==> config.mk <==
export PLATFORM = sky130hd
export DESIGN_NAME = cache_cfg_regs
export DESIGN_NICKNAME = d
export VERILOG_FILES = /design/src/design/bus_pkg.sv /design/src/design/cache_cfg_regs.sv
export VERILOG_INCLUDE_DIRS = /design/src /design/src/design
export SDC_FILE = /design/constraint.sdc
export NUM_CORES = 1
export LEC_CHECK = 0
export BUFFER_PORTS_ARGS = -buffer_cell sky130_fd_sc_hd__buf_2
export CORE_MARGIN = 4
export CORE_UTILIZATION = 45
export DETAILED_ROUTE_END_ITERATION = 12
export PLACE_DENSITY_LB_ADDON = 0.25
export SETUP_SLACK_MARGIN = 0.4
export SYNTH_ARGS = -nofsm -noshare
export SYNTH_HDL_FRONTEND = slang
export SYNTH_SLANG_ARGS = --single-unit
==> constraint.sdc <==
create_clock -name clk -period 2.9 [get_ports clk]
set_clock_uncertainty 0.05 [all_clocks]
set_input_delay 0.145 -clock clk [delete_from_list [all_inputs] [get_ports clk]]
set_output_delay 0.145 -clock clk [all_outputs]
set_load 0.05 [all_outputs]
==> src/design/cache_macros.svh <==
`ifndef CACHE_MACROS_SVH
`define CACHE_MACROS_SVH

// Address split  tag[31:10] | index[9:2] | offset[1:0]
`define CACHE_ADDR_W   32
`define CACHE_DATA_W   32   // One word per line

// Storage geometry, 4 KB total
`define CACHE_NUM_SETS 256
`define CACHE_NUM_WAYS 4

// Field widths of the address
`define CACHE_INDEX_W  8    // log2 of set count
`define CACHE_OFFSET_W 2    // Byte offset in a word
`define CACHE_TAG_W    22   // What is left above index

`endif

==> src/design/bus_pkg.sv <==
`include "cache_macros.svh"

package bus_pkg;

    // Core access size, always in the low byte lanes
    typedef enum logic [1:0] {
        SIZE_BYTE = 2'd0,
        SIZE_HALF = 2'd1,
        SIZE_WORD = 2'd2
    } access_size_e;

    // Register port addresses
    typedef enum logic [1:0] {
        REG_CTRL   = 2'd0,  // Bit 0 enable, bit 1 flush
        REG_HITS   = 2'd1,
        REG_MISSES = 2'd2
    } cfg_reg_e;

    // Keep the low lanes of a word by size, zero-extended
    function automatic logic [`CACHE_DATA_W-1:0] size_extend(
        input logic [`CACHE_DATA_W-1:0] word,
        input access_size_e             size
    );
        case (size)
            SIZE_BYTE: return {{(`CACHE_DATA_W-8){1'b0}}, word[7:0]};
            SIZE_HALF: return {{(`CACHE_DATA_W-16){1'b0}}, word[15:0]};
            default:   return word;
        endcase
    endfunction

endpackage

==> src/design/cache_cfg_regs.sv <==
`include "cache_macros.svh"

module cache_cfg_regs
    import bus_pkg::*;
(
    input  logic                     clk,
    input  logic                     arst_n_i,
    input  logic                     cfg_we_i,
    input  cfg_reg_e                 cfg_addr_i,
    input  logic [`CACHE_DATA_W-1:0] cfg_wdata_i,
    input  logic                     hit_evt_i,
    input  logic                     miss_evt_i,
    output logic [`CACHE_DATA_W-1:0] cfg_rdata_o,
    output logic                     enable_o,
    output logic                     flush_o
);

    logic                     enable_q;
    logic                     flush_q;      // Self-clearing
    logic [`CACHE_DATA_W-1:0] hits_q;
    logic [`CACHE_DATA_W-1:0] misses_q;

    // Control register
    always_ff @(posedge clk or negedge arst_n_i) begin
        if (!arst_n_i) begin
            enable_q <= 1'b0;
            flush_q  <= 1'b0;
        end else if (cfg_we_i && cfg_addr_i == REG_CTRL) begin
            enable_q <= cfg_wdata_i[0];
            flush_q  <= cfg_wdata_i[1];     // High for one cycle only
        end else begin
            flush_q  <= 1'b0;
        end
    end

    // Event counters, wrap on overflow
    always_ff @(posedge clk or negedge arst_n_i) begin
        if (!arst_n_i) begin
            hits_q   <= '0;
            misses_q <= '0;
        end else begin
            if (cfg_we_i && cfg_addr_i == REG_HITS) begin
                hits_q <= '0;               // Any write clears
            end else if (hit_evt_i) begin
                hits_q <= hits_q + 1'b1;
            end
            if (cfg_we_i && cfg_addr_i == REG_MISSES) begin
                misses_q <= '0;
            end else if (miss_evt_i) begin
                misses_q <= misses_q + 1'b1;
            end
        end
    end

    // Read mux
    always_comb begin
        case (cfg_addr_i)
            REG_CTRL:   cfg_rdata_o = {{(`CACHE_DATA_W-2){1'b0}}, flush_q, enable_q};
            REG_HITS:   cfg_rdata_o = hits_q;
            REG_MISSES: cfg_rdata_o = misses_q;
            default:    cfg_rdata_o = '0;
        endcase
    end

    assign enable_o = enable_q;
    assign flush_o  = flush_q;

endmodule

==> impl_metrics.env <==
export IMPL_rows=33
export IMPL_post_dp_hpwl_um=7370
export IMPL_cp_start_kind="flop"
export IMPL_cts_htree_levels=3
export IMPL_grt_pass1_vias=3435
export IMPL_met1_length_um=4760
export IMPL_dp_slack_ps=625
export IMPL_fin_ws_ps=704
export IMPL_ys_warn_count=0
export IMPL_max_stage_delay_ps=580
export IMPL_final_seq_area_mm2=0.00165
export IMPL_synthToLayoutAreaGrowth_pct=12.9
export IMPL_cts_tree="yes"
export IMPL_cp_common_cell="or4_1"
export IMPL_period_minus_slack_ps=2200
export IMPL_die_area_mm2=0.0102
export IMPL_final_common_cell="dfrtp_1"
export IMPL_cts_root_buf="clkbuf_8"
export IMPL_start_util_pct=46.8
export IMPL_wirelength_um=10600
export IMPL_relSlewSlack_pct=42.5
export IMPL_drv_cap=0
export IMPL_power_leakage_nw=1.88
export IMPL_wire_per_inst_um=18.5
export IMPL_clk_latency_ps=350
export IMPL_synth_area_top_cells="dfrtp_1 (42%), a22o_1 (6.7%), or4_1 (5.4%), o31ai_1 (4.8%), a21oi_1 (4.6%)"
export IMPL_port_buffers=42
export IMPL_powerDensity_mw_per_mm2=480
export IMPL_nFillCells=799
export IMPL_grtUsageTotal_pct=21.3
export IMPL_synth_cell_types=39
export IMPL_yosys_area_top_type="dfrtp_1"
export IMPL_finalNonFillerCells=571
export IMPL_holdCritPathClass="input port to flop"
export IMPL_rsz0062_at_grt="no"
export IMPL_finish_instance_area_mm2=0.00440
export IMPL_yosysSeqAreaShare_pct=42.3
export IMPL_grt_pass1_wl_um=17300
export IMPL_drt_pass1_iter_count=4
export IMPL_wl_met3_um=682
export IMPL_clock_sinks=66
export IMPL_max_freq_mhz=455
export IMPL_ios=73
export IMPL_ir_drop_mv=0.284
export IMPL_worst_slew_pin_slew_ps=862
export IMPL_clk_pin_slew_ps=70
export IMPL_setup_viol_count_final=0
export IMPL_ant_nets=0
export IMPL_syn_area_per_cell_um2=9.12
export IMPL_synth_seq_cells=66
export IMPL_hold_viol=0
export IMPL_post_dp_cell_area_mm2=0.00418
export IMPL_tns_ps=0
export IMPL_numCtsBuffers=9
export IMPL_synth_top_area_share_pct=42.3
export IMPL_dr_wl_met2_um=5040
export IMPL_route_detailed_drc=0
export IMPL_crit_required_ps=3120
export IMPL_coreArea_mm2=0.00834
export IMPL_layout_nets=502
export IMPL_path_delay_family="simple AND/OR/NAND/NOR gates"
export IMPL_mappedNetlistArea_mm2=0.00390
export IMPL_dieWidth_um=101
export IMPL_final_max_slew_viol_count=0
export IMPL_critical_path_endpoint_type="flop"
export IMPL_cp_max_fo=5
export IMPL_die_h_um=101
export IMPL_multi_input_area_mm2=0.00211
export IMPL_drtIter0Drc=158
export IMPL_cts_path_max_buffers=2
export IMPL_crit_chain="ha_1, nand4_1, or4_1, or4_1, a21oi_1"
export IMPL_grt_start_max_net_pins=67
export IMPL_synth_fp_nets=469
export IMPL_cp_arrival_ps=2420
export IMPL_cts_resized_gates=0
export IMPL_place_inst=550
export IMPL_vias=3586
export IMPL_critPathBufInv=0
export IMPL_place_congestion=0.866
export IMPL_final_cell_mix="dfrtp_1 (66), buf_2 (42), nand2_1 (40), a21oi_1 (36), a22o_1 (30)"
export IMPL_finalCritPeriodShare_pct=75.7
export IMPL_worst_hold_slack_ps=138
export IMPL_drive_above_1_share_pct=17.4
export IMPL_slowest_stage="or4_1"
export IMPL_critPathKind="flop to flop"
export IMPL_via_per_inst=6.28
export IMPL_outcome="complete, no violations"
export IMPL_overflow=0
export IMPL_antenna_cells=0
export IMPL_netlist_instances=428
export IMPL_antenna_found_initial=0
export IMPL_maxUsedRoutingLayer="met4"
## worst reg2reg max path: cells and delay by family, from the launching register on
| kind | cells | cell delay, ps |
|---|---|---|
| simple gates | 3 | 1240 |
| flops | 1 | 450 |
| fa+ha+maj | 1 | 240 |
| compound gates | 1 | 140 |
## layer usage
metal | track usage [%] | up-vias
met3 | 4.78 | 6
met1 | 29.4 | 1783
met5 | 0 | -
met2 | 33.6 | 100
met4 | 6.03 | 0
li1 | - | 1697
## synth_stat cells
library cell / instances
a22o_1: 30
and3b_1: 2
o31ai_1: 25
and2_1: 4
xor2_1: 10
o2111ai_1: 2
mux2_2: 1
nand3_2: 1
nor3b_1: 1
o211ai_1: 3
clkbuf_1: 24
or3_1: 9
nor4_1: 7
and3_2: 1
dfrtp_1: 66
or2_2: 8
o21a_1: 1
or3_2: 1
nand4_2: 1
nand4_1: 20
o21ai_0: 13
inv_1: 4
nor3_1: 3
and4_1: 9
a31oi_1: 1
nor2_1: 20
nand3_1: 13
mux2i_1: 11
o311ai_0: 1
buf_2: 6
ha_1: 2
and3_1: 11
buf_1: 3
nor2b_1: 2
xnor2_1: 7
o2111a_1: 1
or4_1: 28
a21oi_1: 36
nand2_1: 40
## flip-flops by register name, indices dropped and copies added, names as in the netlist
signal    flops
enable_o      1
hits_q       32
flush_o       1
misses_q     32
## path summary, 6_finish.rpt
path | start | endpoint | slack (ps) | depth (start not counted)
min in group asynchronous | arst_n_i | hits_q[22]$_DFFE_PN0P_ | 460 | 3
min | hit_evt_i | hits_q[0]$_DFFE_PN0P_ | 140 | 3
max | misses_q[0]$_DFFE_PN0P_ | misses_q[22]$_DFFE_PN0P_ | 700 | 5
max reg2reg | misses_q[0]$_DFFE_PN0P_ | misses_q[22]$_DFFE_PN0P_ | 700 | 5
max in group asynchronous | arst_n_i | misses_q[19]$_DFFE_PN0P_ | 1760 | 3
min reg2reg | enable_o$_DFFE_PN0N_ | enable_o$_DFFE_PN0N_ | 500 | 1
## stage by stage
| step | total power [mW] | util, % |
|---|---|---|
| finish | 2.11 | 52.8 |
| global placement | 1.38 | 50.1 |
| global route | 2.20 | 52.8 |
| floorplan | 1.29 | - |
| CTS | 2.12 | 52.6 |
| detailed placement | 1.40 | 50.1 |
## cell families after synthesis
logic type,synth area share [%]
compound gates,19.7
xor+xnor,3.82
fa+ha+maj,0.641
buf+inv,3.75
flops,42.3
mux,3.11
simple gates,26.6
## power by group
part	total (mW)	switching (mW)	internal, mW
registers	1.09	0.109	0.977
logic	0.298	0.194	0.104
clock network	0.729	0.351	0.379
total	2.11	0.653	1.46
## area by class of cell
cell class | count | area share (%)
timing repair buffer | 55 | 7.16
sequential | 66 | 37.5
clock buffer | 14 | 3.92
tap | 105 | 2.98
clock inverter | 2 | 0.227
multi-input combinational | 325 | 47.9
inverter | 4 | 0.341
## timing repair
action / 4_1_cts / 5_1_grt
endpoints found under the hold margin: 68 / 0
hold buffers: 3 / 0
setup buffers: 0 / 2
setup endpoints to repair: 0 / 1
Note: power is estimated with default switching activity, not from simulation.
