### src/design/cache_macros.svh
`ifndef CACHE_MACROS_SVH
`define CACHE_MACROS_SVH

// Address split  tag[31:10] | index[9:2] | offset[1:0]
`define CACHE_ADDR_W   32
`define CACHE_DATA_W   32   // One word per line

// Storage geometry, 4 KB total
`define CACHE_NUM_SETS 256
`define CACHE_NUM_WAYS 4

// Field widths of the address
`define CACHE_INDEX_W  8    // log2 of set count
`define CACHE_OFFSET_W 2    // Byte offset in a word
`define CACHE_TAG_W    22   // What is left above index

`endif

### src/design/cache_pkg.sv
`include "cache_macros.svh"

package cache_pkg;

    // Fetch unit states
    typedef enum logic [1:0] {
        FETCH_IDLE = 2'd0,  // Waiting for a request, hits finish here
        FETCH_WAIT = 2'd1,  // Memory read outstanding
        FETCH_FILL = 2'd2   // Line written, repeat the lookup
    } fetch_state_e;

    // Way number inside a set
    typedef logic [$clog2(`CACHE_NUM_WAYS)-1:0] way_idx_t;

    // Per-way LRU age
    // 0 is most recent, saturates at ways-1
    typedef logic [$clog2(`CACHE_NUM_WAYS)-1:0] lru_age_t;

endpackage

### src/design/bus_pkg.sv
`include "cache_macros.svh"

package bus_pkg;

    // Core access size, always in the low byte lanes
    typedef enum logic [1:0] {
        SIZE_BYTE = 2'd0,
        SIZE_HALF = 2'd1,
        SIZE_WORD = 2'd2
    } access_size_e;

    // Register port addresses
    typedef enum logic [1:0] {
        REG_CTRL   = 2'd0,  // Bit 0 enable, bit 1 flush
        REG_HITS   = 2'd1,
        REG_MISSES = 2'd2
    } cfg_reg_e;

    // Keep the low lanes of a word by size, zero-extended
    function automatic logic [`CACHE_DATA_W-1:0] size_extend(
        input logic [`CACHE_DATA_W-1:0] word,
        input access_size_e             size
    );
        case (size)
            SIZE_BYTE: return {{(`CACHE_DATA_W-8){1'b0}}, word[7:0]};
            SIZE_HALF: return {{(`CACHE_DATA_W-16){1'b0}}, word[15:0]};
            default:   return word;
        endcase
    endfunction

endpackage

### src/design/miss_fetch.sv
`include "cache_macros.svh"

module miss_fetch
    import cache_pkg::*;
    import bus_pkg::*;
(
    input  logic                     clk,
    input  logic                     arst_n_i,
    input  logic                     req_i,             // Held until done_o
    input  logic                     wr_en_i,
    input  logic [`CACHE_ADDR_W-1:0] addr_i,
    input  logic [`CACHE_DATA_W-1:0] wr_data_i,
    input  access_size_e             size_i,
    input  logic                     enable_i,
    input  logic                     hit_i,             // Combinational from array
    input  logic [`CACHE_DATA_W-1:0] array_rd_data_i,
    input  logic                     mem_valid_i,
    input  logic [`CACHE_DATA_W-1:0] mem_data_i,
    output logic                     done_o,
    output logic [`CACHE_DATA_W-1:0] rd_data_o,
    output logic                     lookup_o,
    output logic                     fill_en_o,
    output logic [`CACHE_DATA_W-1:0] fill_data_o,
    output logic                     mem_rd_o,
    output logic                     mem_wr_o,
    output logic [`CACHE_ADDR_W-1:0] mem_addr_o,
    output logic [`CACHE_DATA_W-1:0] mem_wdata_o,
    output access_size_e             mem_size_o,
    output logic                     hit_evt_o,
    output logic                     miss_evt_o
);

    fetch_state_e state_q, state_d;
    logic         bypass_q, bypass_d;   // Outstanding read skips the array

    always_ff @(posedge clk or negedge arst_n_i) begin
        if (!arst_n_i) begin
            state_q  <= FETCH_IDLE;
            bypass_q <= 1'b0;
        end else begin
            state_q  <= state_d;
            bypass_q <= bypass_d;
        end
    end

    always_comb begin
        state_d    = state_q;
        bypass_d   = bypass_q;
        done_o     = 1'b0;
        fill_en_o  = 1'b0;
        mem_rd_o   = 1'b0;
        mem_wr_o   = 1'b0;
        hit_evt_o  = 1'b0;
        miss_evt_o = 1'b0;
        case (state_q)
            FETCH_IDLE: begin
                if (req_i && enable_i && hit_i) begin
                    done_o    = 1'b1;               // Hit finishes at once
                    hit_evt_o = 1'b1;
                    mem_wr_o  = wr_en_i;            // Write-through
                end else if (req_i && enable_i) begin
                    miss_evt_o = 1'b1;
                    mem_rd_o   = 1'b1;              // Fetch line, also for writes
                    bypass_d   = 1'b0;
                    state_d    = FETCH_WAIT;
                end else if (req_i && wr_en_i) begin
                    done_o   = 1'b1;                // Disabled write goes straight out
                    mem_wr_o = 1'b1;
                end else if (req_i) begin
                    mem_rd_o = 1'b1;                // Disabled read
                    bypass_d = 1'b1;
                    state_d  = FETCH_WAIT;
                end
            end
            FETCH_WAIT: begin
                if (mem_valid_i && bypass_q) begin
                    done_o  = 1'b1;
                    state_d = FETCH_IDLE;
                end else if (mem_valid_i) begin
                    fill_en_o = 1'b1;               // Allocate into LRU way
                    state_d   = FETCH_FILL;
                end
            end
            FETCH_FILL: begin
                state_d = FETCH_IDLE;
                if (hit_i) begin
                    done_o   = 1'b1;
                    mem_wr_o = wr_en_i;             // Write miss merges here
                end
            end
            default: state_d = FETCH_IDLE;
        endcase
    end

    // Array is looked up on a first enabled cycle and after a fill
    assign lookup_o = req_i && ((state_q == FETCH_IDLE && enable_i) || state_q == FETCH_FILL);

    assign fill_data_o = mem_data_i;
    assign rd_data_o   = (state_q == FETCH_WAIT) ? size_extend(mem_data_i, size_i)
                                                 : array_rd_data_i;

    // Word-aligned memory address
    assign mem_addr_o  = {addr_i[`CACHE_ADDR_W-1:`CACHE_OFFSET_W], {`CACHE_OFFSET_W{1'b0}}};
    assign mem_wdata_o = wr_data_i;
    assign mem_size_o  = size_i;

endmodule

### config.mk
export PLATFORM = sky130hd
export DESIGN_NAME = miss_fetch
export DESIGN_NICKNAME = d
export VERILOG_FILES = /design/src/design/cache_pkg.sv /design/src/design/bus_pkg.sv /design/src/design/miss_fetch.sv
export VERILOG_INCLUDE_DIRS = /design/src /design/src/design
export SDC_FILE = /design/constraint.sdc
export NUM_CORES = 1
export LEC_CHECK = 0
export ABC_AREA = 1
export BUFFER_PORTS_ARGS = -buffer_cell sky130_fd_sc_hd__buf_2
export CAP_MARGIN = 30
export CORE_AREA = 3 3 106 108
export DETAILED_ROUTE_END_ITERATION = 12
export DIE_AREA = 0 0 109 111
export SLEW_MARGIN = 5
export SYNTH_ARGS = -nofsm -noshare
export SYNTH_HDL_FRONTEND = slang
export SYNTH_SLANG_ARGS = --single-unit
### constraint.sdc
create_clock -name clk -period 1.28 [get_ports clk]
set_clock_uncertainty 0.2 [all_clocks]
set_input_delay 0.064 -clock clk [delete_from_list [all_inputs] [get_ports clk]]
set_output_delay 0.064 -clock clk [all_outputs]
set_load 0.005 [all_outputs]
==> metrics.yaml <==
wl_met1_um: 2120
drt-initial-drc-count: 39
dp_slack_ps: -106
yosysTopAreaCell: "buf_4"
synth_mux_area_share_pct: 0
yosys_warnings: 0
synth_ff_type: "dfrtp_1"
met3_length_um: 610
antenna_violations_before_repair: 0
share_of_synthesized_cell_area_in_full_adder_half_adder_and_majority_cells_pct: 0
critical_path_peak_fanout: 6
dieArea_mm2: 0.0121
post_drt_via_cell_ratio: 3.72
ys_seq_area_share_pct: 5.20
worstHoldPathType: "primary input to register"
drive_above_1_share_pct: 53.5
combinational_family_with_the_most_area_after_synthesis: "buffers and inverters"
globalRouteTotalUtil_pct: 8.37
finalHoldWorstSlack_ps: 32.1
critical_path_class: "register to primary output"
total_power_mw: 2.42
chip_width_um: 109
synth_enable_flop_cells: 0
synth-compound-area-share_pct: 1.39
dp_cells: 421
grt_pass1_wl_um: 8160
htreeDepth: 1
postRouteWirelength_um: 6210
ys_async_sr_fraction_pct: 100
clock-root-buffer: "clkbuf_8"
violations_in_the_final_reports: "setup timing"
final_cell_count_no_fill: 495
tritoncts: "done"
finish.net_count: 497
top_metal_used: "met4"
cp-start-kind: "register"
max_slew.worst_pin.slew_ps: 546
dpl_hpwl_um: 4140
cts_made_buffers: 3
fp.dieH_um: 111
avgSynthCellArea_um2: 6.09
outcome: "complete, but fails checks"
rsz0062_at_grt: "yes"
synth.top_cells.by_count: "buf_4 (100), nand2_1 (79), nand3_1 (29)"
period_minus_slack_ps: 1610
final.setup.tns_ps: -10920
pin_count_of_the_biggest_net_entering_global_routing: 34
drt.antenna.violating_nets: 0
cts_buffer_depth: 2
congestion_overflow_gr: 0
post-route-period-util_pct: 126
worst_skew_late_latency_ps: 220
first_pass_iters: 4
dr_vias: 1839
synth_simple_gate_area_share_pct: 34.6
clk_pin_slew_worst_paths_ps: 30
cp_data_arrival_time_ps: 1350
post_synth_inst_count: 237
synthTopCellsByArea: "buf_4 (52%), nand2_1 (21%), nand3_1 (10%)"
cts.sink_count: 3
core-area_mm2: 0.0103
synthDistinctLibCells: 16
timing.slew.headroom_pct: 63.6
boundaryPins: 274
area_delta_synth_final_pct: 74.6
post-route-drc-count: 0
final_core_utilization_pct: 24.4
post_synth_instance_area_mm2: 0.00144
finalHoldViolations: 0
ir_worst_vdd_uv: 315
setup.worst_path.end_class: "primary output"
antenna_cells_inserted: 0
wl_per_cell_um: 12.5
setup_viol: 41
maxClockFrequency_mhz: 620
worstPathRequired_ps: 1020
power.density_cell_area_mw_per_mm2: 959
yosys_register_bits: 3
synth.most_common_cell: "buf_4"
cellLeakagePower_nw: 1.41
max_cap_violations: 0
vias_in_the_first_global_route: 1660
wl_met2_um: 3400
fin_area_mm2: 0.00252
place.port_buffers: 145
postLayoutSetupSlackWorst_ps: -333
synth_top_cell_area_share_pct: 52.0
placed_cell_area_mm2: 0.00161
synthXorXnorAreaFrac_pct: 0
drv_slew: 0
gp_routability_congestion: 0.722
rows: 37
initial_core_util_pct: 14.0
-- worst max-delay path, cell delays in order, from the launching register on --
cell and delay, ps:
dfrtp_2 440, nor2_8 170, buf_12 140, clkbuf_16 150, nand3_2 60, nand2_1 70, buf_2 110
-- kinds of logic after synthesis --
kind of cell,after synthesis
AND/OR/NAND/NOR,117
buffers and inverters,113
AO/OA/AOI/OAI,3
flip-flops,3
other,1
-- path summary, 6_finish.rpt --
| kind | from | to | slack (ps) | depth (start not counted) |
|---|---|---|---|---|
| worst max-delay path | state_q[1]$_DFFE_PN0P_ | rd_data_o[23] | -330 | 6 |
| worst min-delay path | mem_valid_i | state_q[1]$_DFFE_PN0P_ | 30 | 4 |
| worst max register to register | state_q[1]$_DFFE_PN0P_ | bypass_q$_DFFE_PN0P_ | -30 | 5 |
| worst min register to register | bypass_q$_DFFE_PN0P_ | state_q[1]$_DFFE_PN0P_ | 300 | 1 |
| max in group asynchronous | arst_n_i | state_q[1]$_DFFE_PN0P_ | 190 | 3 |
| min in group asynchronous | arst_n_i | state_q[0]$_DFFE_PN0P_ | 530 | 3 |
-- layer usage --
layer | GRT usage, % | up-vias
met5 | 0 | -
met4 | 2.53 | 0
met3 | 1.81 | 12
met2 | 16.2 | 137
met1 | 8.74 | 803
li1 | - | 887
-- where the power goes --
group / internal, mW / leakage, nW / switching, mW
combinational: 1.01 / 1.35 / 0.959
clock: 0.213 / 0.0228 / 0.0671
sequential: 0.129 / 0.0363 / 0.0404
total: 1.35 / 1.41 / 1.07
-- cell usage in the layout (no fill, tap or decap), types with 2 or more instances in the layout --
cell           synthesis  final
buf_12                 0      3
buf_2                  2    145
buf_4                100      7
buf_6                  5      2
clkbuf_8               0      3
conb_1                 1      2
dfrtp_1                3      2
dlygate4sd3_1          0     65
inv_1                  4      4
nand2_1               79     71
nand2_2                0      7
nand3_1               29     13
nand3_2                0     16
nand4_1                2      2
nor2_1                 5      3
nor2_2                 0      2
-- registers in the layout, summed over array words and instances, names as in the netlist --
register	flops
state_q	2
bypass_q	1
-- layout make-up --
type	count	area (um^2)
fillers	1139	7800
repair buffers	224	1550
multi-input cells	122	637
well taps	136	170
flip-flops and latches	3	76.3
clock buffers	4	45.0
inverters	6	38.8
-- what timing repair did --
item / in CTS / in global routing
hold buffers: 65 / 0
endpoints found under the hold margin: 66 / 0
resized for setup: 9 / 28
gates cloned: 0 / 1
setup buffers: 0 / 4
pin swaps: 3 / 21
endpoints found under the setup margin: 41 / 42
Power figures use the tool's default switching activity.
